==> src/io_pkg.sv <==
`default_nettype none

package io_pkg;

    // data path sizes
    localparam int ISA_WIDTH  = 32;            // one cpu word
    localparam int SWITCH_CNT = 16;            // toggle switches on the board
    localparam int MAX_DIGITS = 8;             // 99999999 still fits in 32 bits

    // keypad scan timing, in clock cycles
    localparam int SCAN_DWELL     = 4;         // each row held low this long
    localparam int DEBOUNCE_SCANS = 3;         // full rounds a key must stay stable

    // display multiplexing
    localparam int DISP_DWELL = 16;            // cycles per lit digit

    // seven segment bundle, both fields active low
    // seg bit order is {dp, g, f, e, d, c, b, a}
    typedef struct packed {
        logic [7:0] an;                        // digit anodes, bit 0 is the rightmost digit
        logic [7:0] seg;
    } disp_bus_t;

endpackage

`default_nettype wire

==> src/key_pkg.sv <==
`default_nettype none

package key_pkg;

    // keypad codes are {row, col}, each nibble one-cold
    // row 0 is the top row, col 0 the leftmost column
    typedef enum logic [7:0] {
        KEY_1         = 8'b1110_1110,
        KEY_2         = 8'b1110_1101,
        KEY_3         = 8'b1110_1011,
        KEY_PAUSE     = 8'b1110_0111,   // "A" halts and resumes the cpu
        KEY_4         = 8'b1101_1110,
        KEY_5         = 8'b1101_1101,
        KEY_6         = 8'b1101_1011,
        KEY_TOGGLE    = 8'b1101_0111,   // "B" swaps keypad and switch entry
        KEY_7         = 8'b1011_1110,
        KEY_8         = 8'b1011_1101,
        KEY_9         = 8'b1011_1011,
        KEY_C         = 8'b1011_0111,   // spare
        KEY_BACKSPACE = 8'b0111_1110,   // "*"
        KEY_0         = 8'b0111_1101,
        KEY_ENTER     = 8'b0111_1011,   // "#"
        KEY_D         = 8'b0111_0111    // spare
    } key_code_t;

    // one debounced press, valid lasts a single cycle
    typedef struct packed {
        logic      valid;
        key_code_t code;
    } key_event_t;

    typedef enum logic [1:0] {
        ST_BLOCK,      // waiting for the cpu to ask for a value
        ST_SWITCH,     // value comes from the toggle switches
        ST_KEYPAD,     // building a decimal number from keys
        ST_HALT        // cpu paused until resumed
    } input_state_t;

endpackage

`default_nettype wire

==> src/keypad_scanner.sv <==
`default_nettype none

module keypad_scanner (
    input  logic                clk,
    input  logic                rst_n,
    input  logic [3:0]          kp_col,
    output logic [3:0]          kp_row,
    output key_pkg::key_event_t key_event
);
    import io_pkg::*;
    import key_pkg::*;

    localparam int DWELL_W = $clog2(SCAN_DWELL);
    localparam int DEB_W   = $clog2(DEBOUNCE_SCANS + 1);

    localparam logic [DWELL_W-1:0] DWELL_LAST = DWELL_W'(SCAN_DWELL - 1);
    localparam logic [DEB_W-1:0]   DEB_TARGET = DEB_W'(DEBOUNCE_SCANS);

    logic [DWELL_W-1:0] dwell_cnt;
    logic [3:0]         col_meta;
    logic [3:0]         col_sync;
    logic               sample;
    logic               round_end;
    logic               col_hit;
    logic [3:0]         col_pick;

    logic               cand_hit;      // a key was already seen this round
    logic [7:0]         cand_code;
    logic               round_hit;
    logic [7:0]         round_code;
    logic [7:0]         last_code;     // code of the previous round

    logic [DEB_W-1:0]   press_cnt;
    logic [DEB_W-1:0]   press_next;
    logic [DEB_W-1:0]   release_cnt;
    logic               armed;         // high once the pad has been released
    logic               event_valid;
    key_code_t          event_code;

    // lowest low column wins when several keys share a row
    function automatic logic [3:0] first_low(input logic [3:0] col);
        logic [3:0] pick;
        pick = 4'hF;
        for (int i = 3; i >= 0; i--) begin
            if (!col[i])
                pick = ~(4'b0001 << i);
        end
        return pick;
    endfunction

    assign sample    = (dwell_cnt == DWELL_LAST);   // last cycle of the row dwell
    assign round_end = sample && (kp_row == 4'b0111);
    assign col_hit   = (col_sync != 4'hF);
    assign col_pick  = first_low(col_sync);

    // the earlier row in the round takes priority
    assign round_hit  = cand_hit | col_hit;
    assign round_code = cand_hit ? cand_code : {kp_row, col_pick};

    always_comb begin
        if (round_code != last_code)
            press_next = DEB_W'(1);
        else if (press_cnt == DEB_TARGET)
            press_next = press_cnt;                   // saturate while held
        else
            press_next = press_cnt + 1'b1;
    end

    always_ff @(posedge clk or negedge rst_n) begin
        if (!rst_n) begin
            dwell_cnt <= '0;
            kp_row    <= 4'b1110;
            col_meta  <= 4'hF;
            col_sync  <= 4'hF;
        end else begin
            col_meta <= kp_col;                       // columns are asynchronous pins
            col_sync <= col_meta;
            if (sample) begin
                dwell_cnt <= '0;
                kp_row    <= {kp_row[2:0], kp_row[3]};
            end else begin
                dwell_cnt <= dwell_cnt + 1'b1;
            end
        end
    end

    always_ff @(posedge clk or negedge rst_n) begin
        if (!rst_n) begin
            cand_hit    <= 1'b0;
            press_cnt   <= '0;
            release_cnt <= '0;
            armed       <= 1'b1;
            event_valid <= 1'b0;
        end else begin
            event_valid <= 1'b0;
            if (round_end) begin
                cand_hit <= 1'b0;
                if (round_hit) begin
                    release_cnt <= '0;
                    press_cnt   <= press_next;
                    if (armed && press_next == DEB_TARGET) begin
                        event_valid <= 1'b1;
                        armed       <= 1'b0;
                    end
                end else begin
                    press_cnt <= '0;
                    if (release_cnt != DEB_TARGET)
                        release_cnt <= release_cnt + 1'b1;
                    if (release_cnt + 1'b1 >= DEB_TARGET)
                        armed <= 1'b1;
                end
            end else if (sample && col_hit && !cand_hit) begin
                cand_hit <= 1'b1;
            end
        end
    end

    // code registers, meaningful only alongside the flags above
    always_ff @(posedge clk) begin
        if (round_end) begin
            last_code  <= round_code;
            event_code <= key_code_t'(round_code);
        end else if (sample && col_hit && !cand_hit) begin
            cand_code <= {kp_row, col_pick};
        end
    end

    assign key_event = '{valid: event_valid, code: event_code};

endmodule

`default_nettype wire

==> src/input_unit.sv <==
`default_nettype none

module input_unit (
    input  logic                          clk,
    input  logic                          rst_n,
    input  key_pkg::key_event_t           key_event,
    input  logic [io_pkg::SWITCH_CNT-1:0] switch_map,
    input  logic                          input_enable,    // data memory wants a value
    input  logic                          uart_complete,   // upload finished, resume allowed
    output logic                          input_complete,  // enter or pause seen
    output logic                          switch_enable,
    output logic                          cpu_pause,
    output logic                          overflow,        // extra digits were dropped
    output logic [io_pkg::ISA_WIDTH-1:0]  input_data
);
    import io_pkg::*;
    import key_pkg::*;

    localparam int CNT_W = $clog2(MAX_DIGITS + 1);
    localparam logic [CNT_W-1:0] DIGIT_LIMIT = CNT_W'(MAX_DIGITS);

    input_state_t         state;
    logic [ISA_WIDTH-1:0] value_q;       // decimal accumulator
    logic [CNT_W-1:0]     digit_cnt;
    logic [4:0]           digit_dec;
    logic                 is_digit;
    logic [3:0]           digit_val;
    logic                 pause_hit;
    logic [ISA_WIDTH-1:0] value_x10;

    // {is_digit, digit}
    function automatic logic [4:0] decode_digit(input key_code_t code);
        case (code)
            KEY_0:   return {1'b1, 4'd0};
            KEY_1:   return {1'b1, 4'd1};
            KEY_2:   return {1'b1, 4'd2};
            KEY_3:   return {1'b1, 4'd3};
            KEY_4:   return {1'b1, 4'd4};
            KEY_5:   return {1'b1, 4'd5};
            KEY_6:   return {1'b1, 4'd6};
            KEY_7:   return {1'b1, 4'd7};
            KEY_8:   return {1'b1, 4'd8};
            KEY_9:   return {1'b1, 4'd9};
            default: return 5'b0_0000;
        endcase
    endfunction

    assign digit_dec = decode_digit(key_event.code);
    assign is_digit  = digit_dec[4];
    assign digit_val = digit_dec[3:0];
    assign pause_hit = key_event.valid && (key_event.code == KEY_PAUSE);

    assign value_x10 = (value_q << 3) + (value_q << 1);   // 8x + 2x

    assign switch_enable = (state == ST_SWITCH);
    assign input_data    = switch_enable ? ISA_WIDTH'(switch_map) : value_q;

    always_ff @(posedge clk or negedge rst_n) begin
        if (!rst_n) begin
            state          <= ST_BLOCK;
            value_q        <= '0;
            digit_cnt      <= '0;
            input_complete <= 1'b0;
            cpu_pause      <= 1'b0;
            overflow       <= 1'b0;
        end else begin
            case (state)
                ST_BLOCK: begin
                    if (pause_hit) begin
                        state     <= ST_HALT;
                        cpu_pause <= 1'b1;
                    end else if (input_enable) begin
                        // fresh request, start from an empty number
                        state          <= ST_KEYPAD;
                        value_q        <= '0;
                        digit_cnt      <= '0;
                        overflow       <= 1'b0;
                        input_complete <= 1'b0;
                    end
                end

                ST_KEYPAD: begin
                    if (!input_enable) begin
                        state <= ST_BLOCK;             // request withdrawn
                    end else if (key_event.valid) begin
                        case (key_event.code)
                            KEY_ENTER: begin
                                state          <= ST_BLOCK;
                                input_complete <= 1'b1;
                            end
                            KEY_PAUSE: begin
                                state          <= ST_HALT;
                                input_complete <= 1'b1;
                                cpu_pause      <= 1'b1;
                            end
                            KEY_TOGGLE: begin
                                state <= ST_SWITCH;
                            end
                            KEY_BACKSPACE: begin
                                if (digit_cnt != '0) begin
                                    value_q   <= value_q / ISA_WIDTH'(10);
                                    digit_cnt <= digit_cnt - 1'b1;
                                end
                            end
                            default: begin
                                if (is_digit) begin
                                    if (digit_cnt < DIGIT_LIMIT) begin
                                        value_q   <= value_x10 + ISA_WIDTH'(digit_val);
                                        digit_cnt <= digit_cnt + 1'b1;
                                    end else begin
                                        overflow <= 1'b1;
                                    end
                                end
                            end
                        endcase
                    end
                end

                ST_SWITCH: begin
                    if (key_event.valid) begin
                        case (key_event.code)
                            KEY_TOGGLE: state <= ST_KEYPAD;
                            KEY_ENTER: begin
                                state          <= ST_BLOCK;
                                input_complete <= 1'b1;
                            end
                            KEY_PAUSE: begin
                                state          <= ST_HALT;
                                input_complete <= 1'b1;
                                cpu_pause      <= 1'b1;
                            end
                            default: state <= ST_SWITCH;   // digits ignored here
                        endcase
                    end
                end

                ST_HALT: begin
                    // resume only once the upload is done
                    if (pause_hit && uart_complete) begin
                        state     <= ST_BLOCK;
                        cpu_pause <= 1'b0;
                    end
                end

                default: state <= ST_BLOCK;
            endcase
        end
    end

endmodule

`default_nettype wire

==> src/seven_seg_unit.sv <==
`default_nettype none

module seven_seg_unit (
    input  logic                         clk,
    input  logic                         rst_n,
    input  logic [io_pkg::ISA_WIDTH-1:0] value,
    output io_pkg::disp_bus_t            disp
);
    import io_pkg::*;

    localparam int DWELL_W = $clog2(DISP_DWELL);
    localparam logic [DWELL_W-1:0] DWELL_LAST = DWELL_W'(DISP_DWELL - 1);

    logic [DWELL_W-1:0] dwell_cnt;
    logic [2:0]         digit_idx;     // eight digits, one nibble each
    logic [2:0]         digit_next;
    logic [7:0]         an_q;
    logic [3:0]         nibble;
    logic [6:0]         seg_on;        // active high gfedcba

    assign digit_next = (dwell_cnt == DWELL_LAST) ? digit_idx + 1'b1 : digit_idx;

    always_ff @(posedge clk or negedge rst_n) begin
        if (!rst_n) begin
            dwell_cnt <= '0;
            digit_idx <= '0;
            an_q      <= 8'hFF;                 // blank while in reset
        end else begin
            dwell_cnt <= dwell_cnt + 1'b1;
            digit_idx <= digit_next;
            an_q      <= ~(8'b0000_0001 << digit_next);
        end
    end

    assign nibble = value[digit_idx*4 +: 4];

    always_comb begin
        case (nibble)
            4'h0: seg_on = 7'h3F;
            4'h1: seg_on = 7'h06;
            4'h2: seg_on = 7'h5B;
            4'h3: seg_on = 7'h4F;
            4'h4: seg_on = 7'h66;
            4'h5: seg_on = 7'h6D;
            4'h6: seg_on = 7'h7D;
            4'h7: seg_on = 7'h07;
            4'h8: seg_on = 7'h7F;
            4'h9: seg_on = 7'h6F;
            4'hA: seg_on = 7'h77;
            4'hB: seg_on = 7'h7C;           // lower case b
            4'hC: seg_on = 7'h39;
            4'hD: seg_on = 7'h5E;           // lower case d
            4'hE: seg_on = 7'h79;
            default: seg_on = 7'h71;        // F
        endcase
    end

    // decimal point stays dark
    assign disp = '{an: an_q, seg: {1'b1, ~seg_on}};

endmodule

`default_nettype wire

==> src/input_top.sv <==
`default_nettype none

module input_top (
    input  logic                          clk,
    input  logic                          rst_n,
    output logic [3:0]                    kp_row,          // active low
    input  logic [3:0]                    kp_col,          // active low, pulled up
    input  logic [io_pkg::SWITCH_CNT-1:0] switch_map,
    input  logic                          input_enable,
    input  logic                          uart_complete,
    output logic                          input_complete,
    output logic [io_pkg::ISA_WIDTH-1:0]  input_data,
    output logic                          switch_enable,
    output logic                          cpu_pause,
    output logic                          overflow,
    output io_pkg::disp_bus_t             disp
);
    import key_pkg::*;

    key_event_t key_event;

    keypad_scanner u_scanner (
        .clk       (clk),
        .rst_n     (rst_n),
        .kp_col    (kp_col),
        .kp_row    (kp_row),
        .key_event (key_event)
    );

    input_unit u_input (
        .clk            (clk),
        .rst_n          (rst_n),
        .key_event      (key_event),
        .switch_map     (switch_map),
        .input_enable   (input_enable),
        .uart_complete  (uart_complete),
        .input_complete (input_complete),
        .switch_enable  (switch_enable),
        .cpu_pause      (cpu_pause),
        .overflow       (overflow),
        .input_data     (input_data)
    );

    seven_seg_unit u_display (
        .clk   (clk),
        .rst_n (rst_n),
        .value (input_data),
        .disp  (disp)
    );

endmodule

`default_nettype wire

==> config.mk <==
export PLATFORM = sky130hd
export DESIGN_NAME = input_top
export DESIGN_NICKNAME = d
export VERILOG_FILES = /design/src/io_pkg.sv /design/src/key_pkg.sv /design/src/keypad_scanner.sv /design/src/input_unit.sv /design/src/seven_seg_unit.sv /design/src/input_top.sv
export SDC_FILE = /design/constraint.sdc
export NUM_CORES = 1
export LEC_CHECK = 0
export ABC_AREA = 1
export BUFFER_PORTS_ARGS = -buffer_cell sky130_fd_sc_hd__buf_2
export CAP_MARGIN = 20
export CORE_MARGIN = 4
export CORE_UTILIZATION = 35
export CTS_BUF_LIST = sky130_fd_sc_hd__clkbuf_8
export DETAILED_ROUTE_END_ITERATION = 12
export GPL_ROUTABILITY_DRIVEN = 0
export REMOVE_ABC_BUFFERS = 1
export SLEW_MARGIN = 5
export SYNTH_ARGS = -nofsm -noshare
export SYNTH_HDL_FRONTEND = slang
export SYNTH_SLANG_ARGS = --single-unit
==> constraint.sdc <==
create_clock -name clk -period 11 [get_ports clk]
set_input_delay 1.65 -clock clk [delete_from_list [all_inputs] [get_ports clk]]
set_output_delay 1.65 -clock clk [all_outputs]
set_load 0.02 [all_outputs]
* Word level (Yosys, flattened, before mapping) *
Memories as Yosys holds them, arrays and structs flattened.
Index checks and enable logic that the tools add are counted.

word-level totals
  register bits after elaboration = 93
  bits in read-only memories = 112
  bits of input ports = 24
  output and inout bits = 56
  logic and storage cells = 174
  memories kept = 1

memory list
  name             depth  bits a word  rd ports  clocked after Yosys merged registers in  write ports  RTL line              RTL
  (no name shown)  16     7            1         0                                        0            seven_seg_unit.sv:38  case (nibble)

cells by class
  $add $sub $neg = 9
  divide/modulo/power cells = 1
  $lt $le $gt $ge = 2
  eq/ne operators = 43
  shift-type cells = 2
  multiplexer cells = 67
  bitwise gates (word level) = 4
  reduce and logical (&&, ||, !) cells = 25

operators by type and width
  kind                   count
  $mux 32                8
  $pmux 32 s2            2
  $eq 8x8->1 const B     11
  $pmux 5 s10            1
  $mux 4                 11
  $add 32x32->32         1
  $add 32x4->32          1
  $div 32x4->32 const B  1
  $shiftx 32x6->4        1
  $eq 8x7->1 const B     3
  $mux 2                 12
  $mux 1                 23
  $ne 2x2->1 const B     10
  $pmux 4 s2             2
  $pmux 2 s3             2
  $eq 2x2->1 const B     5
  $reduce_and 9->1       1
  $add 4x1->4 const B    2
  $mux 8                 1
  $ne 8x8->1             1
  $not 8->8              1
  $pmux 2 s4             1
  $reduce_and 8->1       1
  $reduce_bool 2->1      4
  34 further kinds       47

* Longest topological paths before layout *
Gate-level depths: netlist of run 1.

  depth after elaboration = 12
  mapped depth = 127
  gate-level depth less buffers = 127

* Cells and area by module *
Synthesis of run 1 repeated with hierarchy kept, for this count alone.

second synthesis, totals
  cell total of the unflattened synthesis = 1409
  area, all modules = 9566.7 um^2

modules (own cells, without submodules)
  module          instances  cells each  area an instance (um^2)  seq. area each (um^2)
  input_unit      1          1037        6535.0                   1026.0
  keypad_scanner  1          182         1736.7                   1021.0
  seven_seg_unit  1          190         1295.0                   385.4

* Least setup slack after synthesis of run 1 *
OpenSTA, ideal clock, no wires.

  kind = register -> register
  start = register u_input.value_q[31]
  end = register u_input.value_q[0]
  library setup time = 116 ps
  data arrival time = 8585 ps
  required time = 10884 ps
  setup slack = 2299 ps
  cell stages (with the launch flop) = 122
  path buffers = 0
  clock period less this slack = 8701 ps
  cells stage by stage = dfrtp_1 -> nand2_1 -> inv_2 -> o21bai_2 -> nand2_2 -> nand2_1 -> nand2_2 -> nand3_2 -> nand2_2 -> nand3_1 -> nand3_2 -> nand2_1 -> nand2_2 -> nand2_2 -> nand3_2 -> nand2_2 -> nand2_1 -> nand2_1 -> (+86 left out) -> nand2_2 -> nand2_2 -> inv_2 -> nand2_1 -> nand2_1 -> nand2_1 -> nand2_2 -> inv_2 -> nand2_4 -> nand2_4 -> o21ai_2 -> inv_1 -> nand2_1 -> nand2_1 -> nand2_1 -> nand3_1 -> nand2_1 -> nand2_1

on the way
  longest elaborated chain between the ends = 6

ends and longest elaborated chain
  item                      RTL line           RTL
  start: declaration        input_unit.sv:23   logic [ISA_WIDTH-1:0] value_q;
  start signal: assignment  input_unit.sv:101  value_q <= value_q / ISA_WIDTH'(10);
  start signal: assignment  input_unit.sv:108  value_q <= value_x10 + ISA_WIDTH'(digit_val);
  $div 32x4->32             input_unit.sv:101
  $mux 32                   input_unit.sv:100  if (digit_cnt != '0) begin
  $pmux 32 s2               input_unit.sv:86   case (key_event.code)
  $mux 32                   input_unit.sv:85   end else if (key_event.valid) begin
  $mux 32                   input_unit.sv:83   if (!input_enable) begin
  $pmux 32 s2               input_unit.sv:67   case (state)

No other way between the ends. The select of a mux whose other input is x is not followed.
A chain may end at the register's enable or synchronous reset.

* Worst setup path in the final report of run 1 *
Ends and elaborated chain as after synthesis.

==> qor.log, run 1 <==
qor: outcome.run_status finished clean
qor: route.wl_per_cell 14.4 um
qor: critical_path.data_required_time_of_the_worst_path 11.29 ns
qor: sta.hold_ws 0.363 ns
qor: sta.post_route_minimum_period 10.19 ns
qor: cells_and_area.post_route_cells_drive_above_1_share 27.7%
qor: cts.clk_pin_slew 0.12 ns
qor: run.timing.max_cap.violations 0
qor: cts.clock_path_buffers 2
qor: critical_path.crit_arrival 10.48 ns
qor: route.via_count 9079
qor: sta.timing.final.setup_violations 0
qor: sta.slew_limit_headroom 41.9%
qor: critical_path.r2r-end u_input.value_q[0]$_DFFE_PN0P_
qor: cts.clock-root-buffer clkbuf_8
qor: critical_path.cp_slowest_cell dfrtp_2
qor: critical_path.worstPathMaxFanout 6
qor: critical_path.kind_of_critical_path reg2reg
qor: route.drtIter0Drc 518
qor: pwr.leakage 5.41 nW
qor: critical_path.end_kind register
qor: logic_synthesis.synth.yosys.seq_area_share 26.7%
qor: cts.clock_tree.htree_level_count 3
qor: logic_synthesis.syn_area_per_cell 6.89 um^2
qor: sta.tns 0 ns
qor: critical_path.worst_reg_to_reg_setup_slack 0.81 ns
qor: logic_synthesis.synth_cells 1324
qor: global_routing.grt_max_degree 50
qor: logic_synthesis.synth_ff_type dfrtp_1
qor: cts.clock_sinks 93
qor: route.drt_wl_total 25.3 mm
qor: sta.fmax_achieved 98.2 MHz
qor: critical_path.timing.critical_path.to u_input.value_q[0]$_DFFE_PN0P_
qor: logic_synthesis.post_synthesis_instance_area 0.00912 mm^2
qor: cts.clkLatencyLatePin 0.40 ns
qor: route.post-route-drc-count 0
qor: floorplan.initial_core_utilization 35.9%
qor: critical_path.critPathMostFrequentCell nand2_2
qor: global_routing.grt_usage 16.9%
qor: global_routing.grt_antenna_before_repair 0
qor: critical_path.worst-r2r-cell-count 108
qor: pwr.worst_supply_voltage_drop_on_vdd 0.0663 mV
qor: floorplan.die_height 169 um
qor: logic_synthesis.synth.distinct_cells 53
qor: pwr.power-per-cell-area 56.5 mW/mm^2
qor: floorplan.rows 58
qor: logic_synthesis.synth_enable_flop_cells 16
qor: sta.report.final.hold_viol_count 0
qor: route.avgViaCountPerCell 5.18
qor: cells_and_area.areaGrowthSynthToFinish 19.0%
qor: sta.timing.clock.skew 0.0186 ns
qor: global_routing.first_pass_grt_wire_length 40.5 mm
qor: cells_and_area.final_nets 1523
qor: sta.worst-slew-pin-transition 0.867 ns
qor: critical_path.rr_startpoint u_input.value_q[31]$_DFFE_PN0P_
qor: cells_and_area.diodes 0
qor: floorplan.die_area 0.0287 mm^2
qor: cts.clock_tree_from_tritoncts done
qor: min_path.hold_removal_path_class reg2reg
qor: critical_path.timing.critical_path.slowest_cell_delay 0.49 ns
qor: placement.count_of_port_buffers_added_during_placement 78
qor: logic_synthesis.synth-seq-cells 93
qor: pwr.total_power 0.613 mW
qor: critical_path.worst_setup_path_startpoint u_input.value_q[31]$_DFFE_PN0P_
qor: floorplan.io_pins 80
qor: route.dr.pass1.iters 5
qor: sta.number_of_pins_with_negative_max_slew_slack_in_the_final_report 0
qor: floorplan.core-area 0.0254 mm^2
qor: global_routing.overflow 0
qor: cts.holdBufCountCts 0
qor: logic_synthesis.synth.yosys.warnings 0
qor: critical_path.critical_path_start_type register
qor: global_routing.grt_pass1_vias 8350
qor: cts.cts_inserted_buffers 9
qor: placement.detailed_place_hpwl 18.9 mm
qor: floorplan.die_width 169 um
qor: logic_synthesis.ys_async_sr_fraction 82.8%
qor: cells_and_area.fillers 2664
qor: route.number_of_antenna_violating_nets_in_the_routed_design 0
qor: sta.final.period_utilization 92.6%
[critical path, delay by kind of cell, from the launching register on]
family | cells | cell delay (ns)
buf+inv | 14 | 1.12
flops | 1 | 0.49
simple gates | 90 | 7.80
compound gates | 4 | 0.64
[timing repair]
| item | in CTS | in global routing |
|---|---|---|
| endpoints found under the setup margin | 0 | 3 |
| setup buffers | 0 | 22 |
| gates resized for setup | 0 | 145 |
[layout make-up]
cell class,count,area (um^2),share of cell area [%]
clock buffer,9,124,1.14
clock inverter,7,91.3,0.842
inverter,195,739,6.82
multi-input combinational,1013,6430,59.3
sequential,93,2440,22.5
tap,330,413,3.81
timing repair buffer,107,612,5.64
[cell usage after synthesis (all sizes together), types with 6 or more instances]
| master | instances | area share [%] |
|---|---|---|
| dfrtp | 57 | 16 |
| inv | 192 | 7.9 |
| clkbuf | 17 | 0.70 |
| o21ai | 98 | 5.8 |
| nand3 | 162 | 10 |
| nand4 | 18 | 1.2 |
| nor2 | 87 | 3.7 |
| dfstp | 20 | 5.8 |
| o221ai | 12 | 1.2 |
| nor3 | 9 | 0.49 |
| a21oi | 54 | 3.0 |
| o211ai | 12 | 0.99 |
| xor2 | 19 | 1.8 |
| edfxtp | 16 | 5.3 |
| o22ai | 8 | 0.55 |
| buf | 6 | 0.30 |
| xnor2 | 6 | 0.58 |
| ha | 77 | 11 |
| nand2 | 398 | 19 |
[sequential cells by signal, indices dropped and copies added (netlist names), 3 cells and up]
signal,cells
u_display.an_q,8
u_display.digit_idx,3
u_display.dwell_cnt,4
u_input.digit_cnt,4
u_input.value_q,32
u_scanner.cand_code,8
u_scanner.col_meta,4
u_scanner.col_sync,4
u_scanner.kp_row,4
u_scanner.last_code,8
[where the power goes]
group          total, mW  internal [mW]  switching (mW)
Clock              0.248         0.0919           0.156
Sequential         0.352          0.352        0.000524
Combinational     0.0124        0.00364         0.00871
[placed cells by master, fill, tap and decap left out, types with 19 or more instances in the layout]
| master | n |
|---|---|
| nand2_1 | 265 |
| inv_1 | 152 |
| nand3_1 | 122 |
| nand2_2 | 93 |
| nor2_1 | 79 |
| buf_2 | 78 |
| o21ai_0 | 76 |
| ha_1 | 76 |
| dfrtp_1 | 54 |
| a21oi_1 | 48 |
| nand2_4 | 39 |
| inv_2 | 37 |
| buf_4 | 28 |
| nand3_2 | 27 |
| dfstp_2 | 20 |
| xor2_1 | 19 |
[cells by family (layout without fill, tap and decap cells)]
kind of cell	after synthesis	in the layout	synth area share, %
simple gates	681	681	35.3
buf+inv	218	318	9.03
other cells	1	1	0.0411
fa+ha+maj	80	80	11.2
xor+xnor	25	25	2.40
flops	93	93	26.7
compound gates	226	226	15.3
[routing by layer]
layer	track usage [%]	vias up	share of wire, %
li1	-	4612	-
met1	24.4	4258	48
met2	26.4	188	45
met3	3.07	21	5.3
met4	3.61	0	1.4
met5	0	-	0
[stage by stage]
stage	utilization (%)	instances	cell area, um^2	setup WS, ns
after floorplan	-	1301	9030	2.30
after global placement	38.9	1715	9890	1.22
after detailed placement	38.9	1715	9890	0.977
after CTS	39.8	1731	10100	0.930
after global routing	42.7	1754	10900	-0.188
final	42.7	1754	10900	0.814
[worst min-delay path by stage]
stage	end	depth (start not counted)	slack (ns)	startpoint
after global placement	u_scanner.col_sync[2]$_DFF_PN1_	0	0.35	u_scanner.col_meta[2]$_DFF_PN1_
final	u_scanner.col_sync[1]$_DFF_PN1_	0	0.36	u_scanner.col_meta[1]$_DFF_PN1_
after detailed placement	u_scanner.col_sync[3]$_DFF_PN1_	0	0.35	u_scanner.col_meta[3]$_DFF_PN1_
after global routing	u_scanner.col_sync[3]$_DFF_PN1_	0	0.37	u_scanner.col_meta[3]$_DFF_PN1_
after floorplan	u_scanner.col_sync[0]$_DFF_PN1_	0	0.35	u_scanner.col_meta[0]$_DFF_PN1_
after CTS	u_scanner.col_sync[3]$_DFF_PN1_	0	0.36	u_scanner.col_meta[3]$_DFF_PN1_
No activity file was read; power rests on OpenSTA's default activity.
==> run 2: changes to the inputs <==
- ABC_AREA: 1 -> default
- clock period: 11 -> 9.55 ns (I/O delays scaled with it)
==> run 2 against run 1 <==
  * The flow now finishes with violations (negative setup slack)
  * Clock power grew 15%
  * Clock-buffer cell count stayed put
  * Register-to-register slack worse by 0.98 ns
  * Area after synthesis is 28% higher
  * Final cell count up 23%
  * Fmax rose by 4.8%
  * Hold slack improved by 0.0014 ns
  * Core utilization grew 4.2 points
  * Critical path depth shrank 65
  * Power increased by 74%
  * Critical path type unchanged
  * Largest cell class unchanged
==> qor.log, run 2 <==
qor: outcome.run_status complete, but fails checks
qor: outcome.failed_checks negative setup slack
qor: floorplan.die_height 191 um
qor: logic_synthesis.synth.yosys.seq_area_share 20.8%
qor: global_routing.first_pass_grt_wire_length 61.7 mm
qor: sta.timing.clock.skew 0.0124 ns
qor: cells_and_area.final_nets 1817
qor: logic_synthesis.yosysTopAreaCell dfrtp_1
qor: floorplan.die_area 0.0363 mm^2
qor: logic_synthesis.synth_top_cells_by_count nor2_1, nand2_1, o21ai_0
qor: pwr.worst_supply_voltage_drop_on_vdd 0.0695 mV
qor: cts.clock_tree_from_tritoncts done
qor: cts.clk_pin_slew 0.11 ns
qor: critical_path.data_required_time_of_the_worst_path 9.84 ns
qor: critical_path.critical_path_start_type register
qor: logic_synthesis.synth_top_area_share 12.2%
qor: critical_path.crit_arrival 10.01 ns
qor: critical_path.timing.critical_path.slowest_cell_delay 0.52 ns
qor: cells_and_area.max_ffs_per_register 32
qor: sta.final.period_utilization 102%
qor: floorplan.io_pins 80
qor: pwr.power-per-cell-area 69.5 mW/mm^2
qor: logic_synthesis.synth_enable_flop_cells 16
qor: placement.detailed_place_hpwl 27.6 mm
qor: sta.fmax_achieved 103 MHz
qor: route.drt_wl_total 38.9 mm
qor: route.drtIter0Drc 1146
qor: global_routing.grt_antenna_before_repair 0
qor: placement.postPlaceCellArea 0.0136 mm^2
qor: cts.cts_inserted_buffers 9
qor: sta.final_critical_path_setup_slack -0.170 ns
qor: logic_synthesis.synth.yosys.warnings 0
qor: floorplan.core-area 0.0327 mm^2
qor: sta.worst-slew-pin-transition 1.12 ns
qor: cts.holdBufCountCts 0
qor: critical_path.end_kind register
qor: pwr.total_power 1.07 mW
qor: placement.pre_cts_ws -0.443 ns
qor: cells_and_area.diodes 0
qor: sta.timing.final.setup_violations 3
qor: critical_path.worst_reg_to_reg_setup_slack -0.17 ns
qor: cells_and_area.final_common_cell buf_4
qor: sta.unrepaired_setup_endpoints_after_global_routing true
qor: cts.clock_tree.htree_level_count 3
qor: logic_synthesis.syn_area_per_cell 8.04 um^2
qor: placement.placed_cells 2063
qor: logic_synthesis.synth_ff_type dfrtp_1
qor: cells_and_area.fillers 3162
qor: route.post-route-drc-count 0
qor: critical_path.cp_slowest_cell mux4_2
qor: logic_synthesis.synthMostInstantiatedCell nor2_1
qor: min_path.hold_removal_path_class reg2reg
qor: cts.clock-root-buffer clkbuf_8
qor: floorplan.die_width 191 um
qor: floorplan.initial_core_utilization 35.7%
qor: cells_and_area.mostFrequentLayoutCells buf_4, nor2_1, nand2_1
qor: global_routing.overflow 0
qor: run.timing.max_cap.violations 0
qor: floorplan.rows 66
qor: placement.count_of_port_buffers_added_during_placement 78
qor: sta.post_route_minimum_period 9.72 ns
qor: pwr.leakage 6.46 nW
qor: sta.number_of_pins_with_negative_max_slew_slack_in_the_final_report 0
qor: cts.clock_path_buffers 2
qor: logic_synthesis.ys_async_sr_fraction 82.8%
qor: logic_synthesis.synth-seq-cells 93
qor: route.avgViaCountPerCell 5.85
qor: cells_and_area.instances_no_fill 2160
qor: global_routing.grt_max_degree 58
qor: cells_and_area.largest_register u_input.value_q
qor: cells_and_area.final_cell_area_excluding_filler_cells 0.0153 mm^2
qor: cells_and_area.post_route_cells_drive_above_1_share 35.7%
qor: critical_path.kind_of_critical_path reg2reg
qor: logic_synthesis.synth_cells 1452
qor: cells_and_area.areaGrowthSynthToFinish 31.4%
qor: critical_path.worstPathMaxFanout 8
qor: logic_synthesis.netlist_top_cells_area dfrtp_1, ha_1, dfstp_2
qor: global_routing.grt_pass1_vias 11900
qor: logic_synthesis.synth.distinct_cells 122
qor: critical_path.critPathMostFrequentCell buf_4
qor: cts.clock_sinks 93
qor: global_routing.grt_usage 20.4%
qor: cts.clkLatencyLatePin 0.39 ns
qor: sta.report.final.hold_viol_count 0
qor: route.via_count 12600
qor: route.number_of_antenna_violating_nets_in_the_routed_design 0
qor: logic_synthesis.post_synthesis_instance_area 0.0117 mm^2
qor: route.dr.pass1.iters 5
qor: route.wl_per_cell 18.0 um
qor: sta.slew_limit_headroom 25.6%
run 2: cell count changes after synthesis, moves of 25 or more:
cell	delta
nand3_1	-97
nand2_1	-194
clkbuf_1	+37
inv_2	-27
nor3_1	+29
buf_2	+25
xnor2_1	+30
a21oi_1	+25
nand2_2	-69
nor2_1	+51
inv_1	-95
run 2: report_power, final:
group          switching (mW)  internal (mW)
Clock                   0.180          0.104
Combinational           0.245          0.119
Sequential            0.00661          0.412
Total                   0.431          0.635
run 2: cell families after synthesis:
logic type               Yosys count  share of synthesized area, %
AND/OR/NAND/NOR                  521                          23.3
buffers and inverters            184                          7.16
other                              1                        0.0321
adder cells (fa/ha/maj)           82                          8.94
XOR/XNOR                          51                          4.08
flip-flops                        93                          20.8
AO/OA/AOI/OAI                    466                          29.7
multiplexers                      54                          5.99
run 2: metal layers:
metal,GRT usage [%],share of wire (%),vias up
met4,6.55,2.9,0
met3,2.54,5.3,73
met2,34.2,48,426
met5,0,0,-
li1,-,-,5986
met1,27.3,44,6146
run 2: path summary, 6_finish.rpt:
kind / startpoint / endpoint / cells past startpoint
worst max-delay path: u_input.value_q[27]$_DFFE_PN0P_ / u_input.value_q[0]$_DFFE_PN0P_ / 43
worst min-delay path: u_scanner.col_meta[3]$_DFF_PN1_ / u_scanner.col_sync[3]$_DFF_PN1_ / 0
worst max register to register: u_input.value_q[27]$_DFFE_PN0P_ / u_input.value_q[0]$_DFFE_PN0P_ / 43
worst min register to register: u_scanner.col_meta[3]$_DFF_PN1_ / u_scanner.col_sync[3]$_DFF_PN1_ / 0
max in group asynchronous: rst_n / u_input.value_q[31]$_DFFE_PN0P_ / 2
min in group asynchronous: rst_n / u_scanner.dwell_cnt[0]$_DFF_PN0_ / 1
run 2: timing repair:
action | CTS | global route
hold endpoints to repair | 0 | 0
gates cloned | 2 | 0
resized for setup | 64 | 127
setup buffers | 43 | 38
pin swaps | 55 | 96
endpoints found under the setup margin | 4 | 5
run 2: final cells by class:
| type | count | area (um^2) | share of cell area [%] |
|---|---|---|---|
| multi-input cells | 1176 | 9230 | 60.2 |
| repair buffers | 359 | 2640 | 17.2 |
| flip-flops and latches | 93 | 2440 | 15.9 |
| well taps | 442 | 553 | 3.60 |
| inverters | 74 | 278 | 1.81 |
| clock buffers | 9 | 124 | 0.807 |
| clock inverters | 7 | 78.8 | 0.514 |
run 2: critical path: cells and delay by family, from the launching register on:
family,cells,cell delay (ns)
AOI/OAI and AO/OA,19,4.68
xor gates and xnor gates,1,0.29
buffers and inverters,10,1.43
DFF,1,0.46
muxes,1,0.52
and+or+nand+nor,12,2.24
run 2: per-stage QoR:
step	hold WS, ns	util, %	TNS [ns]
3_5_place_dp	0.347	41.6	-1.18
3_3_place_gp	0.345	41.6	-0.622
2_1_floorplan	0.345	-	-3.06
5_1_grt	0.367	46.9	-1.84
4_1_cts	0.366	44.3	0
6_report	0.364	46.9	-0.386
